===== src/hw/cpu_arch_pkg.sv =====
`default_nettype none

package cpu_arch_pkg;

    localparam int DATA_W = 8;
    localparam int ADDR_W = 16;

    // first fetch address after reset
    localparam logic [ADDR_W-1:0] RESET_PC = 16'h0200;

    localparam logic [DATA_W-1:0] RESET_A = '0;
    localparam logic [DATA_W-1:0] RESET_X = '0;
    localparam logic [DATA_W-1:0] RESET_Y = '0;

    localparam logic RESET_N = 1'b0;
    localparam logic RESET_Z = 1'b0;
    localparam logic RESET_C = 1'b0;

    // kept subset, 6502 encodings
    typedef enum logic [DATA_W-1:0] {
        OP_LDA_IMM = 8'hA9,
        OP_LDX_IMM = 8'hA2,
        OP_LDY_IMM = 8'hA0,
        OP_ADC_IMM = 8'h69,
        OP_SBC_IMM = 8'hE9,
        OP_AND_IMM = 8'h29,
        OP_ORA_IMM = 8'h09,
        OP_EOR_IMM = 8'h49,
        OP_TAX     = 8'hAA,
        OP_TAY     = 8'hA8,
        OP_INX     = 8'hE8,
        OP_INY     = 8'hC8,
        OP_DEX     = 8'hCA,
        OP_DEY     = 8'h88,
        OP_CLC     = 8'h18,
        OP_SEC     = 8'h38,
        OP_NOP     = 8'hEA,
        OP_STA_ABS = 8'h8D,
        OP_STX_ABS = 8'h8E,
        OP_STY_ABS = 8'h8C,
        OP_JMP_ABS = 8'h4C,
        OP_BEQ     = 8'hF0,
        OP_BNE     = 8'hD0,
        OP_BCC     = 8'h90,
        OP_BCS     = 8'hB0,
        OP_BMI     = 8'h30,
        OP_BPL     = 8'h10
    } opcode_e;

endpackage

`default_nettype wire


===== src/hw/cpu_ctrl_pkg.sv =====
`default_nettype none

package cpu_ctrl_pkg;

    typedef enum logic [1:0] {
        ST_FETCH,
        ST_OPERAND,
        ST_ADDR_HI,
        ST_STORE
    } cpu_state_e;

    // HOLD keeps the ALU output register
    typedef enum logic [2:0] {
        ALU_HOLD,
        ALU_PASS,
        ALU_ADD,
        ALU_AND,
        ALU_OR,
        ALU_EOR,
        ALU_INC,
        ALU_DEC
    } alu_op_e;

    typedef enum logic [1:0] {
        SRC_A,
        SRC_X,
        SRC_Y,
        SRC_MEM
    } alu_src_e;

    typedef enum logic [2:0] {
        DST_NONE,
        DST_A,
        DST_X,
        DST_Y,
        DST_C
    } alu_dst_e;

    typedef enum logic [1:0] {
        BR_NONE,
        BR_C,
        BR_Z,
        BR_N
    } branch_cond_e;

    // carry-in select
    localparam logic [1:0] CARRY_USE_C = 2'd0;
    localparam logic [1:0] CARRY_ZERO  = 2'd1;
    localparam logic [1:0] CARRY_ONE   = 2'd2;

endpackage

`default_nettype wire


===== src/hw/cpu_ctrl_if.sv =====
`default_nettype none

interface cpu_ctrl_if;

    // execute fields
    cpu_ctrl_pkg::alu_op_e      alu_op;
    cpu_ctrl_pkg::alu_src_e     alu_src;
    logic                       operand_inv;
    logic [1:0]                 carry_sel;

    // writeback and branch fields
    cpu_ctrl_pkg::alu_dst_e     alu_dst;
    logic                       upd_nz;
    logic                       upd_c;
    cpu_ctrl_pkg::branch_cond_e branch_cond;
    logic                       branch_inv;
    cpu_ctrl_pkg::alu_src_e     store_src;
    logic                       branch_taken;

    modport decode (
        output alu_op, alu_src, operand_inv, carry_sel,
        output alu_dst, upd_nz, upd_c, branch_cond, branch_inv, store_src,
        input  branch_taken
    );

    modport execute (
        input alu_op, alu_src, operand_inv, carry_sel
    );

    modport result (
        input  alu_dst, upd_nz, upd_c, branch_cond, branch_inv, store_src,
        output branch_taken
    );

endinterface

`default_nettype wire


===== src/hw/cpu_alu_if.sv =====
`default_nettype none

interface cpu_alu_if;

    // registered ALU result
    logic [cpu_arch_pkg::DATA_W-1:0] alu_out;
    logic                            n_out;
    logic                            z_out;
    logic                            c_out;

    // operand values back from the register file
    logic [cpu_arch_pkg::DATA_W-1:0] reg_a;
    logic [cpu_arch_pkg::DATA_W-1:0] reg_x;
    logic [cpu_arch_pkg::DATA_W-1:0] reg_y;
    logic                            reg_c;

    modport execute (
        output alu_out, n_out, z_out, c_out,
        input  reg_a, reg_x, reg_y, reg_c
    );

    modport result (
        input  alu_out, n_out, z_out, c_out,
        output reg_a, reg_x, reg_y, reg_c
    );

endinterface

`default_nettype wire


===== src/hw/cpu_decode.sv =====
`default_nettype none

module cpu_decode (
    input  wire logic                            i_clock,
    input  wire logic                            i_rst_n,
    input  wire logic                            i_clock_en,
    input  wire logic [cpu_arch_pkg::DATA_W-1:0] i_r_data,
    output logic [cpu_arch_pkg::ADDR_W-1:0]      o_addr,
    output logic                                 o_mem_r_en,
    output logic                                 o_mem_w_en,
    cpu_ctrl_if.decode                           ctrl
);

    cpu_ctrl_pkg::cpu_state_e        state;
    cpu_ctrl_pkg::cpu_state_e        state_nxt;
    cpu_arch_pkg::opcode_e           opcode;
    logic [cpu_arch_pkg::ADDR_W-1:0] pc;
    logic [cpu_arch_pkg::ADDR_W-1:0] pc_inc;
    logic [cpu_arch_pkg::ADDR_W-1:0] pc_nxt;
    logic [cpu_arch_pkg::ADDR_W-1:0] rel_off;
    logic [cpu_arch_pkg::DATA_W-1:0] addr_lo;
    logic [cpu_arch_pkg::DATA_W-1:0] addr_hi;

    cpu_ctrl_pkg::alu_op_e           dec_op;
    cpu_ctrl_pkg::alu_src_e          dec_src;
    cpu_ctrl_pkg::alu_dst_e          dec_dst;
    logic                            needs_operand;
    logic                            is_abs;
    logic                            is_store;

    ////////////////////////////////////////////////////////////
    // opcode decode

    always_comb begin
        case (opcode)
            cpu_arch_pkg::OP_LDA_IMM, cpu_arch_pkg::OP_LDX_IMM, cpu_arch_pkg::OP_LDY_IMM,
            cpu_arch_pkg::OP_TAX, cpu_arch_pkg::OP_TAY,
            cpu_arch_pkg::OP_CLC, cpu_arch_pkg::OP_SEC: dec_op = cpu_ctrl_pkg::ALU_PASS;
            cpu_arch_pkg::OP_ADC_IMM, cpu_arch_pkg::OP_SBC_IMM: dec_op = cpu_ctrl_pkg::ALU_ADD;
            cpu_arch_pkg::OP_AND_IMM: dec_op = cpu_ctrl_pkg::ALU_AND;
            cpu_arch_pkg::OP_ORA_IMM: dec_op = cpu_ctrl_pkg::ALU_OR;
            cpu_arch_pkg::OP_EOR_IMM: dec_op = cpu_ctrl_pkg::ALU_EOR;
            cpu_arch_pkg::OP_INX, cpu_arch_pkg::OP_INY: dec_op = cpu_ctrl_pkg::ALU_INC;
            cpu_arch_pkg::OP_DEX, cpu_arch_pkg::OP_DEY: dec_op = cpu_ctrl_pkg::ALU_DEC;
            default: dec_op = cpu_ctrl_pkg::ALU_HOLD;
        endcase

        // also selects the store data
        case (opcode)
            cpu_arch_pkg::OP_ADC_IMM, cpu_arch_pkg::OP_SBC_IMM, cpu_arch_pkg::OP_AND_IMM,
            cpu_arch_pkg::OP_ORA_IMM, cpu_arch_pkg::OP_EOR_IMM, cpu_arch_pkg::OP_TAX,
            cpu_arch_pkg::OP_TAY, cpu_arch_pkg::OP_STA_ABS: dec_src = cpu_ctrl_pkg::SRC_A;
            cpu_arch_pkg::OP_INX, cpu_arch_pkg::OP_DEX,
            cpu_arch_pkg::OP_STX_ABS: dec_src = cpu_ctrl_pkg::SRC_X;
            cpu_arch_pkg::OP_INY, cpu_arch_pkg::OP_DEY,
            cpu_arch_pkg::OP_STY_ABS: dec_src = cpu_ctrl_pkg::SRC_Y;
            default: dec_src = cpu_ctrl_pkg::SRC_MEM;
        endcase

        case (opcode)
            cpu_arch_pkg::OP_LDA_IMM, cpu_arch_pkg::OP_ADC_IMM, cpu_arch_pkg::OP_SBC_IMM,
            cpu_arch_pkg::OP_AND_IMM, cpu_arch_pkg::OP_ORA_IMM,
            cpu_arch_pkg::OP_EOR_IMM: dec_dst = cpu_ctrl_pkg::DST_A;
            cpu_arch_pkg::OP_LDX_IMM, cpu_arch_pkg::OP_TAX, cpu_arch_pkg::OP_INX,
            cpu_arch_pkg::OP_DEX: dec_dst = cpu_ctrl_pkg::DST_X;
            cpu_arch_pkg::OP_LDY_IMM, cpu_arch_pkg::OP_TAY, cpu_arch_pkg::OP_INY,
            cpu_arch_pkg::OP_DEY: dec_dst = cpu_ctrl_pkg::DST_Y;
            cpu_arch_pkg::OP_CLC, cpu_arch_pkg::OP_SEC: dec_dst = cpu_ctrl_pkg::DST_C;
            default: dec_dst = cpu_ctrl_pkg::DST_NONE;
        endcase

        case (opcode)
            cpu_arch_pkg::OP_BCC, cpu_arch_pkg::OP_BCS: ctrl.branch_cond = cpu_ctrl_pkg::BR_C;
            cpu_arch_pkg::OP_BEQ, cpu_arch_pkg::OP_BNE: ctrl.branch_cond = cpu_ctrl_pkg::BR_Z;
            cpu_arch_pkg::OP_BMI, cpu_arch_pkg::OP_BPL: ctrl.branch_cond = cpu_ctrl_pkg::BR_N;
            default: ctrl.branch_cond = cpu_ctrl_pkg::BR_NONE;
        endcase
    end

    // branch on flag clear
    assign ctrl.branch_inv = opcode inside {cpu_arch_pkg::OP_BCC, cpu_arch_pkg::OP_BNE,
                                            cpu_arch_pkg::OP_BPL};
    assign ctrl.operand_inv = (opcode == cpu_arch_pkg::OP_SBC_IMM);
    assign ctrl.carry_sel = (opcode == cpu_arch_pkg::OP_CLC) ? cpu_ctrl_pkg::CARRY_ZERO :
                            (opcode == cpu_arch_pkg::OP_SEC) ? cpu_ctrl_pkg::CARRY_ONE :
                            cpu_ctrl_pkg::CARRY_USE_C;
    assign ctrl.alu_src = dec_src;
    assign ctrl.store_src = dec_src;

    assign is_store = opcode inside {cpu_arch_pkg::OP_STA_ABS, cpu_arch_pkg::OP_STX_ABS,
                                     cpu_arch_pkg::OP_STY_ABS};
    assign is_abs = is_store || (opcode == cpu_arch_pkg::OP_JMP_ABS);
    // second byte is consumed by immediates, branches and absolutes
    assign needs_operand = is_abs || (ctrl.branch_cond != cpu_ctrl_pkg::BR_NONE) ||
                           (opcode inside {cpu_arch_pkg::OP_LDA_IMM, cpu_arch_pkg::OP_LDX_IMM,
                                           cpu_arch_pkg::OP_LDY_IMM, cpu_arch_pkg::OP_ADC_IMM,
                                           cpu_arch_pkg::OP_SBC_IMM, cpu_arch_pkg::OP_AND_IMM,
                                           cpu_arch_pkg::OP_ORA_IMM, cpu_arch_pkg::OP_EOR_IMM});

    // compute in OPERAND, write back during the next FETCH
    assign ctrl.alu_op = (state == cpu_ctrl_pkg::ST_OPERAND) ? dec_op : cpu_ctrl_pkg::ALU_HOLD;
    assign ctrl.alu_dst = (state == cpu_ctrl_pkg::ST_FETCH) ? dec_dst : cpu_ctrl_pkg::DST_NONE;
    assign ctrl.upd_nz = (state == cpu_ctrl_pkg::ST_FETCH) &&
                         (dec_dst inside {cpu_ctrl_pkg::DST_A, cpu_ctrl_pkg::DST_X,
                                          cpu_ctrl_pkg::DST_Y});
    assign ctrl.upd_c = (state == cpu_ctrl_pkg::ST_FETCH) &&
                        (opcode inside {cpu_arch_pkg::OP_ADC_IMM, cpu_arch_pkg::OP_SBC_IMM});

    ////////////////////////////////////////////////////////////
    // sequencing and PC

    assign pc_inc = pc + 1'b1;
    assign rel_off = {{(cpu_arch_pkg::ADDR_W - cpu_arch_pkg::DATA_W)
                       {i_r_data[cpu_arch_pkg::DATA_W-1]}}, i_r_data};

    always_comb begin
        state_nxt = cpu_ctrl_pkg::ST_FETCH;
        pc_nxt = pc;
        case (state)
            cpu_ctrl_pkg::ST_FETCH: begin
                state_nxt = cpu_ctrl_pkg::ST_OPERAND;
                pc_nxt = pc_inc;
            end
            cpu_ctrl_pkg::ST_OPERAND: begin
                state_nxt = is_abs ? cpu_ctrl_pkg::ST_ADDR_HI : cpu_ctrl_pkg::ST_FETCH;
                // offset is relative to the byte after it
                if (ctrl.branch_taken) begin
                    pc_nxt = pc_inc + rel_off;
                end else if (needs_operand) begin
                    pc_nxt = pc_inc;
                end
            end
            cpu_ctrl_pkg::ST_ADDR_HI: begin
                state_nxt = is_store ? cpu_ctrl_pkg::ST_STORE : cpu_ctrl_pkg::ST_FETCH;
                pc_nxt = is_store ? pc_inc : {i_r_data, addr_lo};
            end
            default: ;
        endcase
    end

    always_ff @(posedge i_clock) begin
        if (!i_rst_n) begin
            state <= cpu_ctrl_pkg::ST_FETCH;
            pc <= cpu_arch_pkg::RESET_PC;
            opcode <= cpu_arch_pkg::OP_NOP;
        end else if (i_clock_en) begin
            state <= state_nxt;
            pc <= pc_nxt;
            if (state == cpu_ctrl_pkg::ST_FETCH) begin
                opcode <= cpu_arch_pkg::opcode_e'(i_r_data);
            end
        end
    end

    // absolute address bytes
    always_ff @(posedge i_clock) begin
        if (i_clock_en && state == cpu_ctrl_pkg::ST_OPERAND) begin
            addr_lo <= i_r_data;
        end
        if (i_clock_en && state == cpu_ctrl_pkg::ST_ADDR_HI) begin
            addr_hi <= i_r_data;
        end
    end

    ////////////////////////////////////////////////////////////
    // memory bus

    assign o_addr = (state == cpu_ctrl_pkg::ST_STORE) ? {addr_hi, addr_lo} : pc;
    assign o_mem_r_en = (state != cpu_ctrl_pkg::ST_STORE);
    assign o_mem_w_en = (state == cpu_ctrl_pkg::ST_STORE) && i_clock_en;

    // writes only in STORE, and only for a store opcode
    a_write_in_store: assert property (@(posedge i_clock) disable iff (!i_rst_n)
        o_mem_w_en |-> (state == cpu_ctrl_pkg::ST_STORE) && is_store)
        else $error("write outside the STORE state of a store opcode");

endmodule

`default_nettype wire


===== src/hw/cpu_alu.sv =====
`default_nettype none

module cpu_alu (
    input  wire logic                            i_clock,
    input  wire logic                            i_rst_n,
    input  wire logic                            i_clock_en,
    input  wire logic [cpu_arch_pkg::DATA_W-1:0] i_r_data,
    cpu_ctrl_if.execute                          ctrl,
    cpu_alu_if.execute                           alu
);

    localparam int W = cpu_arch_pkg::DATA_W;

    logic [W-1:0] op_a;
    logic [W-1:0] op_b;
    logic [W-1:0] result;
    logic [W:0]   sum;
    logic         carry_in;
    logic         carry_out;

    always_comb begin
        case (ctrl.alu_src)
            cpu_ctrl_pkg::SRC_A: op_a = alu.reg_a;
            cpu_ctrl_pkg::SRC_X: op_a = alu.reg_x;
            cpu_ctrl_pkg::SRC_Y: op_a = alu.reg_y;
            default:             op_a = i_r_data;
        endcase
    end

    // immediate operand, inverted for subtract
    assign op_b = ctrl.operand_inv ? ~i_r_data : i_r_data;

    always_comb begin
        case (ctrl.carry_sel)
            cpu_ctrl_pkg::CARRY_ZERO: carry_in = 1'b0;
            cpu_ctrl_pkg::CARRY_ONE:  carry_in = 1'b1;
            default:                  carry_in = alu.reg_c;
        endcase
    end

    assign sum = {1'b0, op_a} + {1'b0, op_b} + {{W{1'b0}}, carry_in};

    always_comb begin
        // carry passes through unless adding, CLC/SEC rely on this
        carry_out = carry_in;
        case (ctrl.alu_op)
            cpu_ctrl_pkg::ALU_ADD: begin
                result = sum[W-1:0];
                carry_out = sum[W];
            end
            cpu_ctrl_pkg::ALU_AND: result = op_a & op_b;
            cpu_ctrl_pkg::ALU_OR:  result = op_a | op_b;
            cpu_ctrl_pkg::ALU_EOR: result = op_a ^ op_b;
            cpu_ctrl_pkg::ALU_INC: result = op_a + 1'b1;
            cpu_ctrl_pkg::ALU_DEC: result = op_a - 1'b1;
            default:               result = op_a;
        endcase
    end

    always_ff @(posedge i_clock) begin
        if (!i_rst_n) begin
            alu.alu_out <= '0;
            alu.n_out <= 1'b0;
            alu.z_out <= 1'b0;
            alu.c_out <= 1'b0;
        end else if (i_clock_en && ctrl.alu_op != cpu_ctrl_pkg::ALU_HOLD) begin
            alu.alu_out <= result;
            alu.n_out <= result[W-1];
            alu.z_out <= (result == '0);
            alu.c_out <= carry_out;
        end
    end

    // inverted operand only ever feeds the adder
    a_alu_op_known: assert property (@(posedge i_clock) disable iff (!i_rst_n)
        ctrl.alu_op inside {cpu_ctrl_pkg::ALU_HOLD, cpu_ctrl_pkg::ALU_PASS, cpu_ctrl_pkg::ALU_ADD,
                            cpu_ctrl_pkg::ALU_AND, cpu_ctrl_pkg::ALU_OR, cpu_ctrl_pkg::ALU_EOR,
                            cpu_ctrl_pkg::ALU_INC, cpu_ctrl_pkg::ALU_DEC} &&
        (!ctrl.operand_inv ||
         ctrl.alu_op inside {cpu_ctrl_pkg::ALU_HOLD, cpu_ctrl_pkg::ALU_ADD}))
        else $error("alu_op outside alu_op_e or inverted operand outside an add");

endmodule

`default_nettype wire


===== src/hw/cpu_regfile.sv =====
`default_nettype none

module cpu_regfile (
    input  wire logic                       i_clock,
    input  wire logic                       i_rst_n,
    input  wire logic                       i_clock_en,
    output logic [cpu_arch_pkg::DATA_W-1:0] o_w_data,
    cpu_ctrl_if.result                      ctrl,
    cpu_alu_if.result                       alu
);

    logic [cpu_arch_pkg::DATA_W-1:0] reg_a;
    logic [cpu_arch_pkg::DATA_W-1:0] reg_x;
    logic [cpu_arch_pkg::DATA_W-1:0] reg_y;
    logic                            flag_n;
    logic                            flag_z;
    logic                            flag_c;

    logic a_en;
    logic x_en;
    logic y_en;
    logic nz_en;
    logic c_en;

    assign a_en = i_clock_en && (ctrl.alu_dst == cpu_ctrl_pkg::DST_A);
    assign x_en = i_clock_en && (ctrl.alu_dst == cpu_ctrl_pkg::DST_X);
    assign y_en = i_clock_en && (ctrl.alu_dst == cpu_ctrl_pkg::DST_Y);
    assign nz_en = i_clock_en && ctrl.upd_nz;
    // CLC/SEC land here through DST_C
    assign c_en = i_clock_en && (ctrl.upd_c || ctrl.alu_dst == cpu_ctrl_pkg::DST_C);

    ////////////////////////////////////////////////////////////
    // architectural registers

    always_ff @(posedge i_clock) begin
        if (!i_rst_n) begin
            reg_a <= cpu_arch_pkg::RESET_A;
            reg_x <= cpu_arch_pkg::RESET_X;
            reg_y <= cpu_arch_pkg::RESET_Y;
            flag_n <= cpu_arch_pkg::RESET_N;
            flag_z <= cpu_arch_pkg::RESET_Z;
            flag_c <= cpu_arch_pkg::RESET_C;
        end else begin
            if (a_en) begin
                reg_a <= alu.alu_out;
            end
            if (x_en) begin
                reg_x <= alu.alu_out;
            end
            if (y_en) begin
                reg_y <= alu.alu_out;
            end
            if (nz_en) begin
                flag_n <= alu.n_out;
                flag_z <= alu.z_out;
            end
            if (c_en) begin
                flag_c <= alu.c_out;
            end
        end
    end

    // operands for the ALU
    assign alu.reg_a = reg_a;
    assign alu.reg_x = reg_x;
    assign alu.reg_y = reg_y;
    assign alu.reg_c = flag_c;

    ////////////////////////////////////////////////////////////
    // branch condition and store data

    always_comb begin
        case (ctrl.branch_cond)
            cpu_ctrl_pkg::BR_C: ctrl.branch_taken = flag_c ^ ctrl.branch_inv;
            cpu_ctrl_pkg::BR_Z: ctrl.branch_taken = flag_z ^ ctrl.branch_inv;
            cpu_ctrl_pkg::BR_N: ctrl.branch_taken = flag_n ^ ctrl.branch_inv;
            default:            ctrl.branch_taken = 1'b0;
        endcase
    end

    always_comb begin
        case (ctrl.store_src)
            cpu_ctrl_pkg::SRC_X: o_w_data = reg_x;
            cpu_ctrl_pkg::SRC_Y: o_w_data = reg_y;
            default:             o_w_data = reg_a;
        endcase
    end

    // writeback only in FETCH, so never in two cycles running
    a_one_write: assert property (@(posedge i_clock) disable iff (!i_rst_n)
        (a_en || x_en || y_en) |-> $onehot0({a_en, x_en, y_en}) ##1 !(a_en || x_en || y_en))
        else $error("more than one register write");

endmodule

`default_nettype wire


===== src/hw/cpu_core.sv =====
`default_nettype none

module cpu_core (
    input  wire logic                            i_clock,
    input  wire logic                            i_rst_n,
    input  wire logic                            i_clock_en,
    input  wire logic [cpu_arch_pkg::DATA_W-1:0] i_r_data,
    output logic [cpu_arch_pkg::ADDR_W-1:0]      o_addr,
    output logic                                 o_mem_r_en,
    output logic                                 o_mem_w_en,
    output logic [cpu_arch_pkg::DATA_W-1:0]      o_w_data
);

    cpu_ctrl_if ctrl_if ();
    cpu_alu_if  alu_if ();

    // sequencer, PC and bus address
    cpu_decode decode_i (
        .i_clock    (i_clock),
        .i_rst_n    (i_rst_n),
        .i_clock_en (i_clock_en),
        .i_r_data   (i_r_data),
        .o_addr     (o_addr),
        .o_mem_r_en (o_mem_r_en),
        .o_mem_w_en (o_mem_w_en),
        .ctrl       (ctrl_if.decode)
    );

    cpu_alu alu_i (
        .i_clock    (i_clock),
        .i_rst_n    (i_rst_n),
        .i_clock_en (i_clock_en),
        .i_r_data   (i_r_data),
        .ctrl       (ctrl_if.execute),
        .alu        (alu_if.execute)
    );

    // registers, flags and store data
    cpu_regfile regfile_i (
        .i_clock    (i_clock),
        .i_rst_n    (i_rst_n),
        .i_clock_en (i_clock_en),
        .o_w_data   (o_w_data),
        .ctrl       (ctrl_if.result),
        .alu        (alu_if.result)
    );

endmodule

`default_nettype wire


===== config.mk =====
export PLATFORM = sky130hd
export DESIGN_NAME = cpu_core
export DESIGN_NICKNAME = d
export VERILOG_FILES = /design/src/hw/cpu_arch_pkg.sv /design/src/hw/cpu_ctrl_pkg.sv /design/src/hw/cpu_ctrl_if.sv /design/src/hw/cpu_alu_if.sv /design/src/hw/cpu_decode.sv /design/src/hw/cpu_alu.sv /design/src/hw/cpu_regfile.sv /design/src/hw/cpu_core.sv
export SDC_FILE = /design/constraint.sdc
export NUM_CORES = 1
export LEC_CHECK = 0
export BUFFER_PORTS_ARGS = -buffer_cell sky130_fd_sc_hd__buf_2
export CAP_MARGIN = 20
export CORE_MARGIN = 4
export CORE_UTILIZATION = 50
export DETAILED_ROUTE_END_ITERATION = 8
export PLACE_DENSITY = 0.67
export SKIP_CTS_REPAIR_TIMING = 1
export SYNTH_ARGS = -nofsm -noshare
export SYNTH_HDL_FRONTEND = slang
export SYNTH_SLANG_ARGS = --single-unit

===== constraint.sdc =====
create_clock -name i_clock -period 6.34 [get_ports i_clock]
set_input_delay 0.634 -clock i_clock [delete_from_list [all_inputs] [get_ports i_clock]]
set_output_delay 0.634 -clock i_clock [all_outputs]
set_load 0.02 [all_outputs]

# --- Word level (Yosys, flattened, before mapping) ---
# Cells that the tools add are included.
totals:
  regBits: 80
  memories: 0
  ram_bits: 0
  romBits: 0
  input_bits: 11
  elab_cells: 144
  out_inout_bits: 26
  latch_bits: 0
classes:
  eq_ne: 51
  add_sub_neg: 6
  n_lt_le_gt_ge: 0
  mul: 0
  bitwise_logic: 7
  shifts: 0
  div_mod_pow: 0
  reduce_logical: 42
  n_mux: 23
op_table:
  columns: ["op", "count"]
  rows:
  - ["8-bit equality test, second input constant", 17]
  - ["16-bit two-way mux", 4]
  - ["16-bit one-hot mux with 3 select lines", 1]
  - ["8-bit one-hot mux with 6 select lines", 1]
  - ["8-bit by 6-bit equality test with 1-bit output, second input constant", 3]
  - ["8-bit by 7-bit equality test with 1-bit output, second input constant", 3]
  - ["8-bit one-hot mux with 3 select lines", 1]
  - ["3-bit one-hot mux with 7 select lines", 1]
  - ["3-bit by 2-bit equality test with 1-bit output, second input constant", 6]
  - ["2-bit one-hot mux with 3 select lines", 3]
  - ["16-bit by 1-bit adder with 16-bit output, second input constant", 1]
  - ["16-bit adder", 1]
  - ["8-bit by 5-bit equality test with 1-bit output, second input constant", 2]
  - ["8-bit one-hot mux with 2 select lines", 1]
  - ["3-bit equality test, second input constant", 5]
  - ["3-bit nonzero test", 5]
  - ["2-bit OR reduction", 7]
  - ["2-bit equality test, second input constant", 6]
  - ["3-bit one-hot mux with 4 select lines", 1]
  - ["1-bit logical AND", 11]
  - ["8-bit by 8-bit adder with 9-bit output", 1]
  - ["9-bit by 1-bit adder with 9-bit output", 1]
  - ["8-bit by 1-bit adder with 8-bit output, second input constant", 1]
  - ["8-bit AND", 1]
  - ["other kinds (28)", 45]

# --- Depth between registers and ports, before layout ---
# Gate-level depths: netlist of the first run.
logic_depth:
  ltp_word: 9
  depth_mapped: 22
  ltp_nobuf: 20

# --- Hierarchy ---
# Synthesis of the first run repeated with hierarchy kept, for this count alone.
unflattened:
  hier_cells: 851
  hier_area_um2: 7003.0
modules_own_cells:
  columns: ["module", "cells_per_inst", "area_each_um2", "seq_area_each_um2", "instances"]
  rows:
  - ["cpu_decode", 451, 3651.0, 1001.0, 1]
  - ["cpu_alu", 258, 2128.3, 200.2, 1]
  - ["cpu_regfile", 142, 1223.7, 540.5, 1]

# --- Worst setup path before layout of the first run ---
# OpenSTA, ideal clock, no wires.
synth_timing:
  kind: "flip-flop to flip-flop"
  from: "register decode_i.opcode[6]"
  to: "register alu_i.alu.z_out"
  path_buffers: 3
  setup_time_ps: 84
  slack_ps: 1587
  path_stages_with_launch: 22
  t_arrival_ps: 4668
  required_time_ps: 6256
  cell_sequence: "dfxtp_1 > buf_2 > clkbuf_1 > xor2_1 > a31oi_1 > or2_2 > ha_1 > clkbuf_1 > a22o_1 > a31o_1 > o21ai_0 > fa_1 > fa_1 > nor2b_1 > o211ai_1 > nand2b_1 > a211oi_1 > nor4_1 > o21ai_0 > o2111ai_1 > or4_1 > o31ai_2"
synth_via:
  elab_chain_len: 9
  word_cells_on_any_way: 56
  cone_classes: "4 x add/sub; 29 x eq/ne; 9 x mux; 3 x bitwise; 11 x reduce/logical"
synth_rtl:
  columns: ["item", "line", "rtl"]
  rows:
  - ["from (decl)", "cpu_decode.sv:16", "cpu_arch_pkg::opcode_e opcode;"]
  - ["from (signal assigned)", "cpu_decode.sv:145", "opcode <= cpu_arch_pkg::OP_NOP;"]
  - ["from (signal assigned)", "cpu_decode.sv:150", "opcode <= cpu_arch_pkg::opcode_e'(i_r_data);"]
  - ["8-bit equality test, or another cell as far along", "cpu_decode.sv:35, cpu_decode.sv:49", null]
  - ["8-bit OR reduction / 3-bit OR reduction (equally long branches)", "cpu_decode.sv:49", "case (opcode)"]
  - ["2-bit one-hot mux with 3 select lines", "cpu_decode.sv:49", null]
  - ["2-bit equality test, or another cell as far along", "cpu_alu.sv:22", "case (ctrl.alu_src)"]
  - ["8-bit one-hot mux with 3 select lines", "cpu_alu.sv:22", null]
  - ["8-bit by 8-bit adder with 9-bit output", "cpu_alu.sv:41", "assign sum = {1'b0, op_a} + {1'b0, op_b} + {{W{1'b0}}, carry_in};"]
  - ["9-bit by 1-bit adder with 9-bit output", "cpu_alu.sv:41", null]
  - ["8-bit one-hot mux with 6 select lines", "cpu_alu.sv:46", "case (ctrl.alu_op)"]
  - ["8-bit logical NOT", "cpu_alu.sv:69", "alu.z_out <= (result == '0);"]
  - ["to (signal assigned)", "cpu_alu.sv:69", null]
  - ["to (decl)", "cpu_alu_if.sv:18", "output alu_out, n_out, z_out, c_out,"]
# Several ways; a longest one is shown, not always the timed one.
# A chain may end at the register's enable or synchronous reset.

# --- Worst setup path in the final report of the first run ---
layout_timing:
  from: "register decode_i.opcode[7]"
  to: "register alu_i.alu.z_out"
# Same word-level chain as after synthesis.

==> results of run 1 <==
==> worst max path at each step <==
stage                     slack [ns]                           end  cells after the start                             from
after floorplan                 1.59  alu_i.alu.z_out$_SDFFE_PN0P_                     21  decode_i.opcode[6]$_SDFFE_PN1P_
after global routing            0.29  alu_i.alu.z_out$_SDFFE_PN0P_                     18  decode_i.opcode[7]$_SDFFE_PN1P_
after global placement          1.05  alu_i.alu.z_out$_SDFFE_PN0P_                     18  decode_i.opcode[7]$_SDFFE_PN1P_
after CTS                       0.79  alu_i.alu.z_out$_SDFFE_PN0P_                     18  decode_i.opcode[7]$_SDFFE_PN1P_
after detailed placement        0.84  alu_i.alu.z_out$_SDFFE_PN0P_                     18  decode_i.opcode[7]$_SDFFE_PN1P_
final                           0.74  alu_i.alu.z_out$_SDFFE_PN0P_                     18  decode_i.opcode[7]$_SDFFE_PN1P_
==> where the power goes <==
| group | internal, uW | total, uW | switching (uW) |
|---|---|---|---|
| registers | 528 | 558 | 30.2 |
| clock network | 295 | 534 | 240 |
| logic | 171 | 433 | 262 |
| total | 993 | 1530 | 532 |
==> cells in the final DEF (no fill, tap or decap), drive strengths merged, types with 7 or more instances in the layout <==
master / instances
o21ai: 43
or2: 7
ha: 46
nand3: 30
nand2: 47
o211ai: 11
dfxtp: 63
nor3: 15
buf: 42
clkbuf: 10
xor2: 14
edfxtp: 16
mux2i: 50
and2: 10
inv: 52
nand2b: 16
o21a: 7
a31oi: 7
nor2b: 10
a22o: 11
and3: 7
xnor2: 32
mux2: 26
a21oi: 46
a21o: 7
a221oi: 7
nor2: 84
==> cell type report <==
cell class,count,area (sq um),area share [%]
Multi-Input combinational cell,638,4617,63.39
Clock buffer,10,250.2,3.436
Inverter,48,180.2,2.474
Tap cell,176,220.2,3.024
Clock inverter,6,48.80,0.6700
Sequential cell,79,1742,23.91
Timing Repair Buffer,42,225.2,3.092
==> cells by family (layout without fill, tap and decap cells) <==
group | Yosys count | after routing | synth area share [%]
AOI/OAI and AO/OA | 203 | 203 | 21.12
xor gates and xnor gates | 46 | 46 | 5.986
adders and majority gates | 51 | 51 | 9.890
buffers and inverters | 94 | 106 | 5.596
DFF | 79 | 79 | 25.88
muxes | 76 | 76 | 11.79
and+or+nand+nor | 262 | 262 | 19.74
==> critical path: cells and delay by family (launching register included) <==
family / cells / cell delay [ns]
fa+ha+maj: 3 / 0.88
flops: 1 / 0.64
compound gates: 9 / 2.37
simple gates: 6 / 1.64
==> state kept, by name, indices dropped and copies added (netlist names), 2 cells and up <==
register and flops:
decode_i.pc 16, regfile_i.alu.reg_y 8, alu_i.alu.alu_out 7, regfile_i.alu.reg_a 8, decode_i.state 2, decode_i.opcode 8, regfile_i.alu.reg_x 8, decode_i.addr_hi 8
decode_i.addr_lo 8
==> layer usage <==
layer	share of wire, %	GRT usage (%)
met3	7.5	3.361
met5	0	0
met4	2.6	10.06
met1	46	39.11
met2	44	40.55
==> metrics by stage <==
step | worst slack (ns) | utilization, %
2_1_floorplan | 1.587 | -
3_3_place_gp | 1.048 | 52.95
3_5_place_dp | 0.8383 | 52.95
4_1_cts | 0.7855 | 55.22
5_1_grt | 0.2860 | 55.22
6_report | 0.7401 | 55.22
==> impl_metrics.ini, run 1 <==
[route]
drt_iter0_markers = 544
vias = 6279
drt_pre_antenna_iters = 5
drt_wl_total_um = 19930
viasPerCell = 6.285
ant_nets = 0
drc = 0
drt-wirelength-per-cell_um = 19.95

[power_and_ir_drop]
finalPower_uw = 1526
leakage_uw = 0.003149
power_density_nw_per_um2 = 209.5
ir_worst_vdd_uv = 131.2

[setup_path]
rrSetupSlack_ns = 0.74
timing.rr.start = decode_i.opcode[7]$_SDFFE_PN1P_
critical_path_arrival_ns = 5.87
worstPathCellList = nor4bb_1 > a31oi_1 > or2_2 > ha_1 > a22o_1 > a31o_1 > o21ai_0 > fa_1 > fa_1 > nor2b_1 > o211ai_1 > nand2b_1 > a211oi_1 > nor4_1 > o21ai_0 > o2111ai_1 > or4_1 > o31ai_2
reg2reg_to = alu_i.alu.z_out$_SDFFE_PN0P_
critPathCaptureType = flop
r2r_cells = 18
crit_type = flop to flop
critPathLaunchType = flop
crit_slowest_cell = dfxtp_1
crit_path_max_incr_delay_ns = 0.64
cp.required_ns = 6.61
cp_max_fo = 17

[synthesis]
ys_seq_elements = 79
yosysTopAreaCell = dfxtp_1
synth_top_area_share_pct = 18.74
yosysSeqAreaShare_pct = 25.88
synth_cells = 811
syn_area_sq_um = 6730
synth_most_common_cell = nor2_1
synth_edf_count = 16
avgSynthCellArea_sq_um = 8.299
async_reset_ff_share_pct = 0
synth.distinct_cells = 75
syn_nets = 872
synth_common_cells = nor2_1 (83), dfxtp_1 (63), mux2i_1 (50), inv_1 (48), nand2_1 (47)
synthFlopType = dfxtp_1
ys_top_cells_by_area = dfxtp_1 (19%), ha_1 (8.6%), mux2i_1 (7.4%), edfxtp_1 (7.1%), nor2_1 (4.6%)
yosysWarnings = 0

[cts]
htree_levels = 3
cts_buffers = 9
clock_latency_ns = 0.36
ctsRootBufferMaster = clkbuf_16
cts_tree = built
clock-sinks = 79
clkTransAtPathRegs_ns = 0.07
clock_tree.buffer_depth = 2

[finish]
nFillCells = 1240
area_growth_pct = 8.217
num-nets-final = 879
diodes = 0
fin_cells = 999
fin_area_sq_um = 7283
drive_above_1_share_pct = 12.76

[min_path]
hp-class = flop to flop
hold_end = regfile_i.alu.reg_y[0]$_SDFFE_PN0P_
hold_depth = 2
hp-start = regfile_i.alu.reg_y[0]$_SDFFE_PN0P_

[floorplan]
start_util_pct = 51.02
num_rows = 42
die-width_um = 124.0
io_pins = 37
coreArea_sq_um = 13190
die_y_um = 124.0
die_area_sq_um = 15380

[placement]
globalplace.congestion = 0.9019
portBuffers = 36
dp_cells = 983
hpwlAfterDp_um = 14230
placed_area_sq_um = 6984

[global_routing]
grt_pass1_vias = 6005
overflow = 0
grt_pass1_wl_um = 32210
grt_max_degree = 41
grt_use_total_pct = 26.88
antenna_found_initial = 0

[timing]
setup_viol = 0
finalHoldViolations = 0
holdWs_ns = 0.5069
finalSetupTns_ns = 0
period_share_pct = 88.33
slew_violations = 0
worst_clock_skew_ns = 0.009218
worst_pin_slew_ns = 0.9948
slew_headroom_pct = 33.68
post-route-min-period_ns = 5.600
rsz0062_at_grt = no
fmax_ghz = 0.1786

[flow_run]
max-cap-violations = 0

[status]
status = complete, no violations
No activity file was read; power rests on OpenSTA's default activity.
==> run 2, diff against run 1 <==
RECOVER_POWER = 50   (was unset)
SLEW_MARGIN = 5   (was unset)
clock period = 7.25 ns   (was 6.34 ns; I/O delays follow)
==> impl_metrics.ini, run 2 (synthesis results as in run 1) <==
[route]
drt_wl_total_um = 19790
drt_pre_antenna_iters = 5
drc = 0
ant_nets = 0
drt_iter0_markers = 744
viasPerCell = 6.247
drt-wirelength-per-cell_um = 19.81
vias = 6241

[timing]
slew_headroom_pct = 35.21
setup_ws_ns = 1.661
setup_viol = 0
holdWs_ns = 0.5073
rsz0062_at_grt = no
worst_clock_skew_ns = 0.009449
finalHoldViolations = 0
period_share_pct = 77.09
slew_violations = 0
worst_pin_slew_ns = 0.9474
post-route-min-period_ns = 5.589
finalSetupTns_ns = 0
fmax_ghz = 0.1789

[placement]
globalplace.congestion = 0.9020
pre_cts_slack_ns = 1.708
portBuffers = 36
hpwlAfterDp_um = 14210

[setup_path]
worstPathCellList = nor4bb_1 > a31oi_1 > or2_2 > ha_1 > a22o_1 > a31o_1 > o21ai_0 > fa_1 > fa_1 > nor2b_1 > o211ai_1 > nand2b_1 > a211oi_1 > nor4_1 > o21ai_0 > o2111ai_1 > or4_1 > o31ai_2
critPathCaptureType = flop
cp.required_ns = 7.52
cp_max_fo = 17
reg2reg_to = alu_i.alu.z_out$_SDFFE_PN0P_
rrSetupSlack_ns = 1.66
crit_type = flop to flop
cp_top_family = compound AO/OA/AOI/OAI gates
timing.rr.start = decode_i.opcode[7]$_SDFFE_PN1P_
critical_path_arrival_ns = 5.86
critPathLaunchType = flop
crit_buf_inv = 0
crit_slowest_cell = dfxtp_1
r2r_cells = 18
crit_path_max_incr_delay_ns = 0.66
worstSetupStartpoint = decode_i.opcode[7]$_SDFFE_PN1P_

[cts]
cts_buffers = 9
clkTransAtPathRegs_ns = 0.07
clock-sinks = 79
clock_tree.buffer_depth = 2
clock_latency_ns = 0.35
htree_levels = 3
cts_tree = built
ctsRootBufferMaster = clkbuf_16

[global_routing]
antenna_found_initial = 0
grt_pass1_vias = 5972
grt_max_degree = 41
grt_use_total_pct = 26.58
overflow = 0
grt_pass1_wl_um = 31950

[flow_run]
max-cap-violations = 0

[floorplan]
coreArea_sq_um = 13190
die_y_um = 124.0
io_pins = 37
die_area_sq_um = 15380
die-width_um = 124.0
num_rows = 42
start_util_pct = 51.02

[power_and_ir_drop]
swShare_pct = 35.28
leakage_uw = 0.003052
pwr-share-clk_pct = 33.8
power_density_nw_per_um2 = 180.5
switchingPower_uw = 460.4
p_seq_share_pct = 37.4
p_comb_share_pct = 28.8
p_int_uw = 844.6
ir_worst_vdd_uv = 137.1

[finish]
diodes = 0
largest_register_ffs = 16
top_register = decode_i.pc
final_common_cell = nor2_1
num-nets-final = 879
area_growth_pct = 7.436
drive_above_1_share_pct = 9.721
mostFrequentLayoutCells = nor2_1 (83), dfxtp_1 (63), mux2i_1 (50)

[min_path]
hold_end = regfile_i.alu.reg_y[3]$_SDFFE_PN0P_
hold_depth = 2
hp-class = flop to flop
hp-start = regfile_i.alu.reg_y[3]$_SDFFE_PN0P_

[status]
status = complete, no violations
==> run 2: final cells by class <==
class                      count  area, sq um
multi-input combinational    638         4617
clock buffer                   9        225.2
sequential                    79         1742
timing repair buffer          42        188.9
tap                          176        220.2
clock inverter                 7        57.56
inverter                      48        180.2
fill                        1266         5959
==> run 2: layer usage <==
metal / share of wire [%] / routed length, um / vias to the layer above / track usage (%)
met2: 46 / 9072 / 220 / 41.57
li1: - / - / 2953 / -
met5: 0 / 0 / - / 0
met4: 1.3 / 252 / 0 / 7.940
met1: 46 / 9182 / 3046 / 38.67
met3: 6.5 / 1279 / 22 / 2.679
==> run 2: power groups by stage <==
stage	clock network, uW	registers (uW)	logic [uW]
after global placement	0	495	361
after global routing	469	491	415
final	441	488	375
after detailed placement	0	497	370
after floorplan	0	481	300
after CTS	447	487	372
==> run 2: worst max-delay path by stage <==
stage,to,slack (ns),cells after the start
2_1_floorplan,alu_i.alu.z_out$_SDFFE_PN0P_,2.50,21
3_3_place_gp,alu_i.alu.z_out$_SDFFE_PN0P_,1.96,18
3_5_place_dp,alu_i.alu.z_out$_SDFFE_PN0P_,1.71,18
4_1_cts,alu_i.alu.z_out$_SDFFE_PN0P_,1.67,18
5_1_grt,alu_i.alu.z_out$_SDFFE_PN0P_,1.18,18
6_report,alu_i.alu.z_out$_SDFFE_PN0P_,1.66,18
==> run 2: worst register-to-register path: cells and delay by family, from the launching register on <==
kind / cells / cell delay [ns]
fa+ha+maj: 3 / 0.87
compound gates: 9 / 2.32
simple gates: 6 / 1.65
flops: 1 / 0.66
==> run 2: through the flow <==
step	cells	instance area [sq um]	power, uW	util [%]
after floorplan	811	6730	780.5	-
after global placement	983	6984	856.3	52.95
after detailed placement	983	6984	866.8	52.95
after CTS	999	7267	1306	55.09
after global routing	999	7231	1374	54.82
final	999	7231	1305	54.82
==> run 3, diff against run 2 <==
PLACE_DENSITY = 0.7   (was 0.67)
clock period = 4.8 ns   (was 7.25 ns; I/O delays follow)
==> impl_metrics.ini, run 3 (synthesis results as in run 1) <==
[floorplan]
num_rows = 42
coreArea_sq_um = 13190
start_util_pct = 51.02
die_y_um = 124.0
io_pins = 37
die_area_sq_um = 15380
die-width_um = 124.0

[setup_path]
cp.required_ns = 5.07
critPathLaunchType = flop
crit_path_max_incr_delay_ns = 0.55
worstPathCellList = buf_6 > xor2_1 > a31oi_1 > or2_2 > inv_1 > ha_1 > buf_4 > a22o_1 > a31o_2 > mux2i_2 > inv_1 > ha_2 > or2_2 > o211ai_1 > nand2b_1 > a211oi_1 > nor4_1 > o21ai_1 > o2111ai_1 > or4_1 > o31ai_2
crit_type = flop to flop
cp_max_fo = 11
crit_slowest_cell = or4_1
critPathCaptureType = flop
critical_path_arrival_ns = 4.83

[power_and_ir_drop]
p_comb_share_pct = 29.0
power_density_nw_per_um2 = 284.4
p_seq_share_pct = 33.9
switchingPower_uw = 696.7
finalPower_uw = 2129
p_int_uw = 1433
leakage_uw = 0.003205
ir_worst_vdd_uv = 154.2
swShare_pct = 32.72
pwr-share-clk_pct = 37.1

[finish]
diodes = 0
final_core_util_pct = 56.77
num-nets-final = 898
largest_register_ffs = 16
area_growth_pct = 11.27
final_common_cell = nor2_1
nFillCells = 1263
fin_area_sq_um = 7488
mostFrequentLayoutCells = nor2_1 (83), dfxtp_1 (60), mux2i_1 (49)
drive_above_1_share_pct = 13.90
top_register = decode_i.pc

[cts]
clock-sinks = 79
htree_levels = 3
ctsRootBufferMaster = clkbuf_16
cts_buffers = 9
clock_latency_ns = 0.35
cts_tree = built
clock_tree.buffer_depth = 2
clkTransAtPathRegs_ns = 0.06

[timing]
slew_headroom_pct = 31.48
slew_violations = 0
finalHoldViolations = 0
worst_pin_slew_ns = 1.028
rsz0062_at_grt = no
post-route-min-period_ns = 4.561
setup_viol = 0
finalSetupTns_ns = 0
period_share_pct = 95.02
worst_clock_skew_ns = 0.008161
fmax_ghz = 0.2193

[placement]
placed_area_sq_um = 7119
portBuffers = 36
globalplace.congestion = 0.9131
hpwlAfterDp_um = 15000

[route]
ant_nets = 0
drc = 0
drt_iter0_markers = 756
drt_pre_antenna_iters = 5
drt-wirelength-per-cell_um = 20.00
viasPerCell = 6.350
vias = 6464
drt_wl_total_um = 20360

[global_routing]
overflow = 0
grt_max_degree = 39
grt_use_total_pct = 26.91
antenna_found_initial = 0
grt_pass1_wl_um = 32060
grt_pass1_vias = 6085

[status]
status = complete, no violations

[min_path]
hp-class = flop to flop

[flow_run]
max-cap-violations = 0
==> run 3: critical path, delay by kind of cell (launching register included) <==
kind,cells,cell delay (ns)
compound gates,8,1.69
xor+xnor,1,0.16
fa+ha+maj,2,0.43
buf+inv,4,0.48
flops,1,0.33
mux,1,0.18
simple gates,5,1.19
==> run 3: power by group through the flow <==
| stage | Combinational [uW] | Clock, uW | Sequential (uW) |
|---|---|---|---|
| floorplan | 453 | 0 | 726 |
| global placement | 581 | 0 | 733 |
| detailed placement | 597 | 0 | 735 |
| CTS | 601 | 798 | 720 |
| global route | 680 | 827 | 725 |
| finish | 618 | 789 | 722 |
==> run 3: worst paths after layout <==
kind	end	startpoint	slack [ns]	cells past startpoint
setup / recovery	alu_i.alu.z_out$_SDFFE_PN0P_	decode_i.opcode[2]$_SDFFE_PN0P_	0.24	21
hold / removal	regfile_i.alu.reg_y[1]$_SDFFE_PN0P_	regfile_i.alu.reg_y[1]$_SDFFE_PN0P_	0.50	2
setup reg to reg	alu_i.alu.z_out$_SDFFE_PN0P_	decode_i.opcode[2]$_SDFFE_PN0P_	0.24	21
hold reg to reg	regfile_i.alu.reg_y[1]$_SDFFE_PN0P_	regfile_i.alu.reg_y[1]$_SDFFE_PN0P_	0.50	2
==> run 3: stage by stage <==
| stage | setup WS (ns) | hold slack (ns) | std cells |
|---|---|---|---|
| after floorplan | 0.04738 | 0.4553 | 811 |
| after global placement | 0.1875 | 0.4744 | 1001 |
| after detailed placement | 0.01314 | 0.4916 | 1001 |
| after CTS | -0.01309 | 0.4401 | 1017 |
| after global routing | 0.006473 | 0.5272 | 1018 |
| final | 0.2392 | 0.5037 | 1018 |
==> run 3: final cells by class <==
type	instances	area, sq um	share of cell area, %
Sequential cell	79	1745	23.31
Timing Repair Buffer	61	337.8	4.511
Tap cell	176	220.2	2.941
Clock inverter	6	87.58	1.170
Multi-Input combinational cell	638	4667	62.32
Clock buffer	10	250.2	3.342
Inverter	48	180.2	2.406
==> run 3: layer usage <==
layer,global-route usage (%),share of wire [%]
met3,6.131,9.4
met5,0,0
met2,41.40,44
met4,7.803,2.1
met1,37.71,44
